$ cat src/logic/ecc_pkg.sv
`default_nettype none

package ecc_pkg;

    localparam int DATA_WIDTH = 101;
    localparam int PARITY_WIDTH = 8;
    localparam int AXI_ADDR_WIDTH = 8;
    localparam int AXI_DATA_WIDTH = 32;
    localparam int COUNT_WIDTH = 16;

    typedef logic [DATA_WIDTH-1:0]     ecc_data_t;
    typedef logic [PARITY_WIDTH-1:0]   ecc_parity_t; // check bits and syndrome
    typedef logic [AXI_ADDR_WIDTH-1:0] axi_addr_t;
    typedef logic [AXI_DATA_WIDTH-1:0] axi_word_t;
    typedef logic [COUNT_WIDTH-1:0]    ecc_count_t;

    typedef struct packed {
        logic        valid;
        ecc_data_t   data;
        ecc_parity_t parity;
    } check_in_t;

    typedef struct packed {
        logic      valid;
        ecc_data_t data;
        logic      sbit_err;
        logic      dbit_err;
    } check_out_t;

    // only bypass today, more control bits go here
    typedef struct packed {
        logic bypass;
    } csr_ctrl_t;

    typedef enum logic {WR_IDLE, WR_RESP} axi_wstate_e;
    typedef enum logic {RD_IDLE, RD_DATA} axi_rstate_e;

    localparam axi_addr_t REG_CTRL       = 8'h00;
    localparam axi_addr_t REG_SBIT_COUNT = 8'h04;
    localparam axi_addr_t REG_DBIT_COUNT = 8'h08;

    // column of data bit i: low bits take the i-th value >= 3 that is not
    // a power of two, top bit makes the column weight odd
    function automatic ecc_parity_t column_code(input int unsigned i);
        ecc_parity_t code;
        int unsigned seen;
        code = '0;
        seen = 0;
        for (int unsigned v = 3; v < 2**(PARITY_WIDTH-1); v++) begin
            if (!$onehot(v)) begin
                if (seen == i)
                    code[PARITY_WIDTH-2:0] = v[PARITY_WIDTH-2:0];
                seen++;
            end
        end
        code[PARITY_WIDTH-1] = ~^code[PARITY_WIDTH-2:0];
        return code;
    endfunction

endpackage

`default_nettype wire

$ cat src/logic/ecc_csr.sv
`timescale 1ns/1ps
`default_nettype none

module ecc_csr (
    input  logic                clk,
    input  logic                reset,

    input  ecc_pkg::axi_addr_t  awaddr,
    input  logic                awvalid,
    output logic                awready,
    input  ecc_pkg::axi_word_t  wdata,
    input  logic                wvalid,
    output logic                wready,
    output logic [1:0]          bresp,
    output logic                bvalid,
    input  logic                bready,

    input  ecc_pkg::axi_addr_t  araddr,
    input  logic                arvalid,
    output logic                arready,
    output ecc_pkg::axi_word_t  rdata,
    output logic [1:0]          rresp,
    output logic                rvalid,
    input  logic                rready,

    input  ecc_pkg::check_out_t check_out,
    output ecc_pkg::csr_ctrl_t  ctrl
);

    ecc_pkg::axi_wstate_e wstate;
    ecc_pkg::axi_rstate_e rstate;

    logic                 wr_fire;
    logic                 rd_fire;
    logic                 bypass_q;
    ecc_pkg::ecc_count_t  sbit_count;
    ecc_pkg::ecc_count_t  dbit_count;
    ecc_pkg::axi_word_t   rd_word;

    // write channel, address and data accepted together
    assign wr_fire = (wstate == ecc_pkg::WR_IDLE) & awvalid & wvalid;
    assign awready = wr_fire;
    assign wready  = wr_fire;
    assign bvalid  = (wstate == ecc_pkg::WR_RESP);
    assign bresp   = 2'b00; // always OKAY

    always_ff @(posedge clk) begin
        if (reset) begin
            wstate <= ecc_pkg::WR_IDLE;
        end else begin
            case (wstate)
                ecc_pkg::WR_IDLE: if (wr_fire) wstate <= ecc_pkg::WR_RESP;
                ecc_pkg::WR_RESP: if (bready) wstate <= ecc_pkg::WR_IDLE;
                default:          wstate <= ecc_pkg::WR_IDLE;
            endcase
        end
    end

    always_ff @(posedge clk) begin
        if (reset)
            bypass_q <= 1'b0;
        else if (wr_fire && awaddr == ecc_pkg::REG_CTRL)
            bypass_q <= wdata[0];
    end

    assign ctrl = '{bypass: bypass_q};

    // error counters, a write to the offset clears and wins over a count
    always_ff @(posedge clk) begin
        if (reset)
            sbit_count <= '0;
        else if (wr_fire && awaddr == ecc_pkg::REG_SBIT_COUNT)
            sbit_count <= '0;
        else if (check_out.valid && check_out.sbit_err && sbit_count != '1)
            sbit_count <= sbit_count + 1'b1;
    end

    always_ff @(posedge clk) begin
        if (reset)
            dbit_count <= '0;
        else if (wr_fire && awaddr == ecc_pkg::REG_DBIT_COUNT)
            dbit_count <= '0;
        else if (check_out.valid && check_out.dbit_err && dbit_count != '1)
            dbit_count <= dbit_count + 1'b1;
    end

    // read channel
    assign rd_fire = (rstate == ecc_pkg::RD_IDLE) & arvalid;
    assign arready = rd_fire;
    assign rvalid  = (rstate == ecc_pkg::RD_DATA);
    assign rresp   = 2'b00;

    always_ff @(posedge clk) begin
        if (reset) begin
            rstate <= ecc_pkg::RD_IDLE;
        end else begin
            case (rstate)
                ecc_pkg::RD_IDLE: if (rd_fire) rstate <= ecc_pkg::RD_DATA;
                ecc_pkg::RD_DATA: if (rready) rstate <= ecc_pkg::RD_IDLE;
                default:          rstate <= ecc_pkg::RD_IDLE;
            endcase
        end
    end

    always_comb begin
        case (araddr)
            ecc_pkg::REG_CTRL:       rd_word = {{(ecc_pkg::AXI_DATA_WIDTH-1){1'b0}}, bypass_q};
            ecc_pkg::REG_SBIT_COUNT: rd_word = ecc_pkg::axi_word_t'(sbit_count);
            ecc_pkg::REG_DBIT_COUNT: rd_word = ecc_pkg::axi_word_t'(dbit_count);
            default:                 rd_word = '0; // unmapped
        endcase
    end

    always_ff @(posedge clk) begin
        if (rd_fire)
            rdata <= rd_word; // held until rready
    end

endmodule

`default_nettype wire

$ cat src/logic/ecc_decoder.sv
`timescale 1ns/1ps
`default_nettype none

module ecc_decoder #(
    parameter int data_width = ecc_pkg::DATA_WIDTH,
    parameter int parity_width = ecc_pkg::PARITY_WIDTH
) (
    input  logic                  clk,
    input  logic                  reset,
    input  ecc_pkg::check_in_t    check_in,
    input  ecc_pkg::csr_ctrl_t    ctrl,
    output ecc_pkg::check_out_t   check_out
);

    ecc_pkg::ecc_parity_t calc_parity;

    logic                 s1_valid;
    ecc_pkg::ecc_data_t   s1_data;
    ecc_pkg::ecc_parity_t s1_syndrome;
    logic                 s1_bypass;

    ecc_pkg::ecc_data_t   flip;      // one bit per data column match
    logic                 check_hit; // syndrome points at a check bit
    logic                 sbit;
    logic                 dbit;
    ecc_pkg::ecc_data_t   fixed_data;

    logic                 out_valid;
    ecc_pkg::ecc_data_t   out_data;
    logic                 out_sbit;
    logic                 out_dbit;

    ecc_encoder #(
        .data_width   (data_width),
        .parity_width (parity_width)
    ) u_recalc (
        .data   (check_in.data),
        .parity (calc_parity)
    );

    // stage 1: syndrome
    always_ff @(posedge clk) begin
        if (reset)
            s1_valid <= 1'b0;
        else
            s1_valid <= check_in.valid;
    end

    always_ff @(posedge clk) begin
        s1_data     <= check_in.data;
        s1_syndrome <= check_in.parity ^ calc_parity;
        s1_bypass   <= ctrl.bypass; // sampled with the word
    end

    for (genvar i = 0; i < ecc_pkg::DATA_WIDTH; i++) begin : g_match
        if (i < data_width) begin : g_col
            localparam ecc_pkg::ecc_parity_t COL = ecc_pkg::column_code(i);
            assign flip[i] = (s1_syndrome == COL);
        end else begin : g_pad
            assign flip[i] = 1'b0;
        end
    end

    assign check_hit  = $onehot(s1_syndrome);
    assign sbit       = (|flip) | check_hit;
    assign dbit       = (s1_syndrome != '0) & ~sbit;
    // a double error leaves flip at zero, so the data goes out as received
    assign fixed_data = s1_bypass ? s1_data : (s1_data ^ flip);

    // stage 2: corrected word and flags
    always_ff @(posedge clk) begin
        if (reset) begin
            out_valid <= 1'b0;
            out_sbit  <= 1'b0;
            out_dbit  <= 1'b0;
        end else begin
            out_valid <= s1_valid;
            out_sbit  <= s1_valid & ~s1_bypass & sbit;
            out_dbit  <= s1_valid & ~s1_bypass & dbit;
        end
    end

    always_ff @(posedge clk) begin
        out_data <= fixed_data;
    end

    assign check_out = '{
        valid:    out_valid,
        data:     out_data,
        sbit_err: out_sbit,
        dbit_err: out_dbit
    };

endmodule

`default_nettype wire

$ cat src/logic/ecc_encoder.sv
`timescale 1ns/1ps
`default_nettype none

module ecc_encoder #(
    parameter int data_width = ecc_pkg::DATA_WIDTH,
    parameter int parity_width = ecc_pkg::PARITY_WIDTH
) (
    input  ecc_pkg::ecc_data_t   data,
    output ecc_pkg::ecc_parity_t parity
);

    // data bits that feed check bit j
    function automatic ecc_pkg::ecc_data_t row_mask(input int j);
        ecc_pkg::ecc_data_t mask;
        ecc_pkg::ecc_parity_t col;
        mask = '0;
        for (int i = 0; i < data_width; i++) begin
            col = ecc_pkg::column_code(i);
            mask[i] = col[j];
        end
        return mask;
    endfunction

    for (genvar j = 0; j < ecc_pkg::PARITY_WIDTH; j++) begin : g_check
        if (j < parity_width) begin : g_used
            localparam ecc_pkg::ecc_data_t ROW = row_mask(j);
            assign parity[j] = ^(data & ROW);
        end else begin : g_unused
            assign parity[j] = 1'b0;
        end
    end

endmodule

`default_nettype wire

$ cat src/logic/ecc_top.sv
`timescale 1ns/1ps
`default_nettype none

module ecc_top #(
    parameter int data_width = ecc_pkg::DATA_WIDTH,
    parameter int parity_width = ecc_pkg::PARITY_WIDTH
) (
    input  logic                 clk,
    input  logic                 reset,

    input  ecc_pkg::ecc_data_t   data_in,
    output ecc_pkg::ecc_parity_t parity_out,

    input  ecc_pkg::check_in_t   check_in,
    output ecc_pkg::check_out_t  check_out,

    input  ecc_pkg::axi_addr_t   awaddr,
    input  logic                 awvalid,
    output logic                 awready,
    input  ecc_pkg::axi_word_t   wdata,
    input  logic                 wvalid,
    output logic                 wready,
    output logic [1:0]           bresp,
    output logic                 bvalid,
    input  logic                 bready,
    input  ecc_pkg::axi_addr_t   araddr,
    input  logic                 arvalid,
    output logic                 arready,
    output ecc_pkg::axi_word_t   rdata,
    output logic [1:0]           rresp,
    output logic                 rvalid,
    input  logic                 rready
);

    ecc_pkg::csr_ctrl_t ctrl;

    ecc_encoder #(
        .data_width   (data_width),
        .parity_width (parity_width)
    ) u_encoder (
        .data   (data_in),
        .parity (parity_out)
    );

    ecc_decoder #(
        .data_width   (data_width),
        .parity_width (parity_width)
    ) u_decoder (
        .clk       (clk),
        .reset     (reset),
        .check_in  (check_in),
        .ctrl      (ctrl),
        .check_out (check_out)
    );

    ecc_csr u_csr (
        .clk       (clk),
        .reset     (reset),
        .awaddr    (awaddr),
        .awvalid   (awvalid),
        .awready   (awready),
        .wdata     (wdata),
        .wvalid    (wvalid),
        .wready    (wready),
        .bresp     (bresp),
        .bvalid    (bvalid),
        .bready    (bready),
        .araddr    (araddr),
        .arvalid   (arvalid),
        .arready   (arready),
        .rdata     (rdata),
        .rresp     (rresp),
        .rvalid    (rvalid),
        .rready    (rready),
        .check_out (check_out), // counts flags of the decoder output
        .ctrl      (ctrl)
    );

endmodule

`default_nettype wire

$ cat config.mk
export PLATFORM = sky130hd
export DESIGN_NAME = ecc_top
export DESIGN_NICKNAME = d
export VERILOG_FILES = /design/src/logic/ecc_pkg.sv /design/src/logic/ecc_csr.sv /design/src/logic/ecc_decoder.sv /design/src/logic/ecc_encoder.sv /design/src/logic/ecc_top.sv
export SDC_FILE = /design/constraint.sdc
export NUM_CORES = 1
export LEC_CHECK = 0
export BUFFER_PORTS_ARGS = -buffer_cell sky130_fd_sc_hd__buf_4
export CAP_MARGIN = 20
export CELL_PAD_IN_SITES_DETAIL_PLACEMENT = 1
export CELL_PAD_IN_SITES_GLOBAL_PLACEMENT = 1
export CORE_MARGIN = 2
export CORE_UTILIZATION = 35
export CTS_CLUSTER_SIZE = 10
export DETAILED_ROUTE_END_ITERATION = 7
export GPL_TIMING_DRIVEN = 0
export PLACE_DENSITY = 0.79
export SLEW_MARGIN = 10
export SYNTH_ARGS = -nofsm -noshare
export SYNTH_HDL_FRONTEND = slang
export SYNTH_SLANG_ARGS = --single-unit
$ cat constraint.sdc
create_clock -name clk -period 3.35 [get_ports clk]
set_clock_uncertainty 0.05 [all_clocks]
set_input_delay 0.5025 -clock clk [delete_from_list [all_inputs] [get_ports clk]]
set_output_delay 0.5025 -clock clk [all_outputs]
set_load 0.02 [all_outputs]
Word-level counts from Yosys, hierarchy flattened. Index checks and enable logic that the tools add are counted.

Register bits: 282. Input bits: 266. Output and inout bits: 153. Logic and storage cells: 182.

Add/subtract/negate cells: 9. Equality and inequality tests: 108. Muxes and demuxes: 8. Bitwise gates (word level): 14. Reduce and logical (&&, ||, !) cells: 29.

Operators with widths (number): 101-bit parity (16); 8-bit equality test (second input constant) (54); 8-bit by 7-bit equality test with 1-bit output (second input constant) (21); 8-bit by 6-bit equality test with 1-bit output (second input constant) (15); 101-bit two-way mux (1); 101-bit OR reduction (1); 101-bit XOR (1); 8-bit by 5-bit equality test with 1-bit output (second input constant) (7); 16-bit case mux with 3 select lines (1); 8-bit by 4-bit equality test with 1-bit output (second input constant) (5); 16-bit by 1-bit adder with 16-bit output (second input constant) (2); 16-bit != test (second input constant) (2); 8-bit by 3-bit equality test with 1-bit output (second input constant) (3); 8-bit logical NOT (2); 4-bit adder (3); 1-bit by 1-bit adder with 2-bit output (4); 8-bit nonzero test (1); 8-bit XOR (1); 1-bit bitwise AND (7); 1-bit logical AND (7); 4-bit by 1-bit equality test with 1-bit output (second input constant) (1); 1-bit two-way mux (4); 1-bit inverter (4); 1-bit case mux with 2 select lines (2); 2 further kinds (3).

Longest topological paths before layout.
Word-level depth: 8. Gate-level depth with buffers: 12. Gate-level depth less buffers: 12.

Cells and area by module. From an unflattened synthesis, not the netlist that was laid out.

Cells, all modules: 1364. Area, all modules: 14077.3 µm².

By module, submodules not included: ecc_decoder (times used 1, cells an instance 683, area each 7315.8 µm², sequential area each 4304.1 µm²); ecc_encoder (times used 2, cells an instance 191, area each 2013.2 µm², sequential area each 0.0 µm²); ecc_csr (times used 1, cells an instance 299, area each 2735.1 µm², sequential area each 1181.1 µm²).

Least setup slack after synthesis. No wires, ideal clock.

Kind: register to register. Start point: reg u_decoder.s1_syndrome[0]. End point: reg u_decoder.out_sbit. Setup time: 0.120 ns. Arrival: 3.220 ns. Data required time: 3.180 ns. Path slack: -0.040 ns. Cell stages (with the launch flop): 13. Path buffers: 1. Clock period less this slack: 3.390 ns. Path through: dfxtp_1 > ha_1 > clkbuf_1 > inv_1 > fa_1 > fa_1 > inv_1 > ha_1 > fa_1 > nor4b_1 > nor3_1 > nand4_1 > o31a_1.

Cells in the longest elaborated chain, start to end: 6. Elaborated cells between the ends (all ways): 108. Those cells by class: 3 x add/sub; 102 x eq/ne; 2 x bitwise; 1 x reduce/logical.

RTL lines: start, declared (line ecc_decoder.sv:19) `ecc_pkg::ecc_parity_t s1_syndrome;`; start signal, assigned (line ecc_decoder.sv:51) `s1_syndrome <= check_in.parity ^ calc_parity;`; 1-bit by 1-bit adder with 2-bit output (not written as such) (line ecc_decoder.sv:64) `assign check_hit = $onehot(s1_syndrome);`; 4-bit adder (not written as such) (2 in series) (line ecc_decoder.sv:64); 4-bit by 1-bit equality test with 1-bit output (line ecc_decoder.sv:64); 1-bit bitwise OR (*) (line ecc_decoder.sv:65) `assign sbit = (|flip) | check_hit;`; 1-bit bitwise AND (*) (line ecc_decoder.sv:78) `out_sbit <= s1_valid & ~s1_bypass & sbit;`; end signal, assigned (line ecc_decoder.sv:78); end, declared (line ecc_decoder.sv:30) `logic out_sbit;`.

Every way passes the cells marked *; elsewhere a longest branch is shown, timed or not. A chain may end at the register's enable or synchronous reset.

Final worst setup path.
Start point: reg u_decoder.s1_syndrome[5]. End point: reg u_decoder.out_sbit.

The elaborated chain is that of the path after synthesis.

==> run metrics <==
status=finished with violations; violations in the final reports=setup timing; Die H=between 150 and 200 um; Max Slew Vio Count=0; CP Capture Type=flip-flop; Worst Setup Start Kind=flip-flop; synth top area cells=dfxtp_1, xnor2_1, xor2_1, xnor3_1, nor2_1; synthesis-stage register bit count=266; most frequent cells in the layout=buf_4, xnor2_1, dfxtp_1; TritonCTS Buffers=31; Leak Pwr=7.967 nW; final worst slack=-6.958 ps; fillers=4130; Worst-path clk slew=approximately 60 ps; post-synth top area share=37.70%; Hold WC Path Type=in2reg; # diodes=0; routed vias=10870; Synth cell types=53; critical-path cell list=inv_4 -> ha_4 -> inv_1 -> fa_2 -> fa_1 -> inv_1 -> ha_2 -> fa_1 -> nor4b_2 -> nor3_2 -> nand4_1 -> o31a_1; Post-synth EDFFs=16; Syn Std Cell Area=0.01328 mm2; share of layout cells above drive strength 1=26.32%; worst-path fanout max=3; slowest CP cell=fa_1; number of buffers added on ports=367; CP peak stage delay=roughly 550 ps; worst skew pair latency=590 ps; Avg Inst Size Synth=10.66 um2; fmax=0.2979 GHz; CTS HTree Levels=1; Horiz. Die Dim=198.8 um; Critical Path AT=3780 ps; design area=0.01846 mm2; Post-DP Area=~0.017 mm2; Synth warnings=0; clock buffer depth=3; ys async rst share=0%; initial antenna violation count=0; RSZ-0062 raised after global routing=yes; TritonCTS clock tree=done; crit path buf inv count=3; peak supply drop=a little over 0.4 mV; maxcap violations=0; DRT Pass-1 Iters=5; largest net degree at the start of global routing=17; Gate Count Post-Synth=between 1000 and 1500; Critical Path RT=3780 ps; Initial Utilization=35.41%; final RePlAce weighted congestion=a little under 0.9; row cnt=71; power density cells=718.1 mW/mm2; Crit path max-delay family=adder cells; Post-Route Utilization=49.23%; area leader, netlist=dfxtp_1; initial DRC count=between 400 and 500; final hold vios=0; met1 GRT Util=27.17%; vias in the first global route=~12000; setup TNS=-6.958 ps; # IOs=about 420; commonest non-fill, non-tap cell in the layout=buf_4; CTS Sinks=roughly 270; vias per cell=slightly below 5; Final setup viols=1; # nets final=2031; Worst slew margin=49.99%; die area=0.03951 mm2; Area Overhead vs Synth=39.02%; fin crit share=100.2%; met3 GRT Util=5.256%; Residual DRC=0; top_reg_cell synth=dfxtp_1; post-route ant nets=0; dpl ws=-461.6 ps; post-DR wirelength/cell=between 20 and 25 um; Seq/Total Area, Yosys=41.32%; CP Class=reg2reg; Final HPWL DP=between 30000 and 40000 um; Total GRT Usage=24.91%; wire length of the first global-routing pass=73250 um; Most Crowded Layer GR=met2; global route total overflow=0; Routed WL=just over 50000 um; Clock Tree Root=clkbuf_16; final worst path period need=3357 ps; core region area=0.03749 mm2; met2 Usage GRT=45.70%; worst-margin pin slew=748.4 ps
final timing paths:
kind         depth (start not counted)                        startpoint                        endpoint  slack, ps
min                                  1                      check_in[98]   u_decoder.s1_data[90]$_DFF_P_         20
min reg2reg                          1     u_decoder.s1_data[92]$_DFF_P_  u_decoder.out_data[92]$_DFF_P_        370
max                                 12  u_decoder.s1_syndrome[5]$_DFF_P_   u_decoder.out_sbit$_SDFF_PP0_         -7
max reg2reg                         12  u_decoder.s1_syndrome[5]$_DFF_P_   u_decoder.out_sbit$_SDFF_PP0_         -7
registers in the layout, indices dropped and copies added (netlist names):
name                   cells
u_csr.bvalid               1
u_csr.ctrl                 1
u_csr.dbit_count          16
u_csr.rdata               16
u_csr.rvalid               1
u_csr.sbit_count          16
u_decoder.out_data       101
u_decoder.out_dbit         1
u_decoder.out_sbit         1
u_decoder.out_valid        1
u_decoder.s1_bypass        1
u_decoder.s1_data        101
u_decoder.s1_syndrome      8
u_decoder.s1_valid         1
cell usage after synthesis, types with 3 or more instances:
library cell	number
edfxtp_1	16
inv_1	29
a22oi_1	12
o2111ai_1	5
buf_4	24
a21oi_1	18
nor4_1	6
a22o_1	16
xnor2_1	291
nor2b_1	4
nand4_1	8
a311oi_1	4
clkbuf_1	20
xnor3_1	42
xor2_1	170
mux2i_1	4
o22ai_1	4
dfxtp_1	250
o211ai_1	3
a211oi_1	3
a2111oi_0	7
nand2_1	56
nand3_1	9
nor3_1	9
nor2_1	146
ha_1	20
or3_1	8
fa_1	4
xor3_1	6
and3_1	4
and4_1	3
o21ai_0	20
metrics by stage:
step / total power, mW / hold WS (ps) / std cells
finish: 13.25 / 16.36 / 2259
global route: 13.80 / 5.118 / 2259
detailed placement: 9.776 / 366.1 / 2144
floorplan: 7.637 / 299.6 / 1265
global placement: 9.636 / 360.7 / 2143
CTS: 12.94 / 0.5711 / 2259
per-layer routing:
| layer | vias to the layer above | wire (um) |
|---|---|---|
| li1 | 5015 | - |
| met1 | 5253 | 18620 |
| met2 | 461 | 25880 |
| met3 | 138 | 3479 |
| met4 | 0 | 2548 |
| met5 | - | 0 |
logic make-up (layout without fill, tap and decap cells):
kind of cell | Yosys count | in the layout | synth area share, %
other cells | 1 | 20 | 0.02825
compound gates | 105 | 105 | 5.589
simple gates | 261 | 261 | 8.425
buf+inv | 73 | 556 | 2.742
flops | 266 | 266 | 41.32
fa+ha+maj | 24 | 24 | 2.488
xor+xnor | 512 | 512 | 39.11
mux | 4 | 4 | 0.3016
final cells by class:
type,count,area (um2),share of cell area [%]
Tap cell,511,639.4,3.464
Sequential cell,266,5508,29.84
Buffer,44,287.8,1.559
Clock buffer,37,798.3,4.325
Clock inverter,3,33.78,0.1830
Timing Repair Buffer,443,3507,19.00
Inverter,29,111.4,0.6033
Multi-Input combinational cell,926,7571,41.02
where the power goes:
group / internal (mW) / switching, mW
combinational: 3.07 / 3.53
clock: 1.66 / 1.35
sequential: 3.48 / 0.169
timing repair:
| item | CTS | global route |
|---|---|---|
| endpoints found under the hold margin | 71 | 0 |
| resized for setup | 24 | 13 |
| hold buffers | 71 | 0 |
| pin swaps | 9 | 6 |
| setup buffers | 4 | 0 |
| endpoints found under the setup margin | 2 | 2 |
Note: power is estimated with default switching activity, not from simulation.
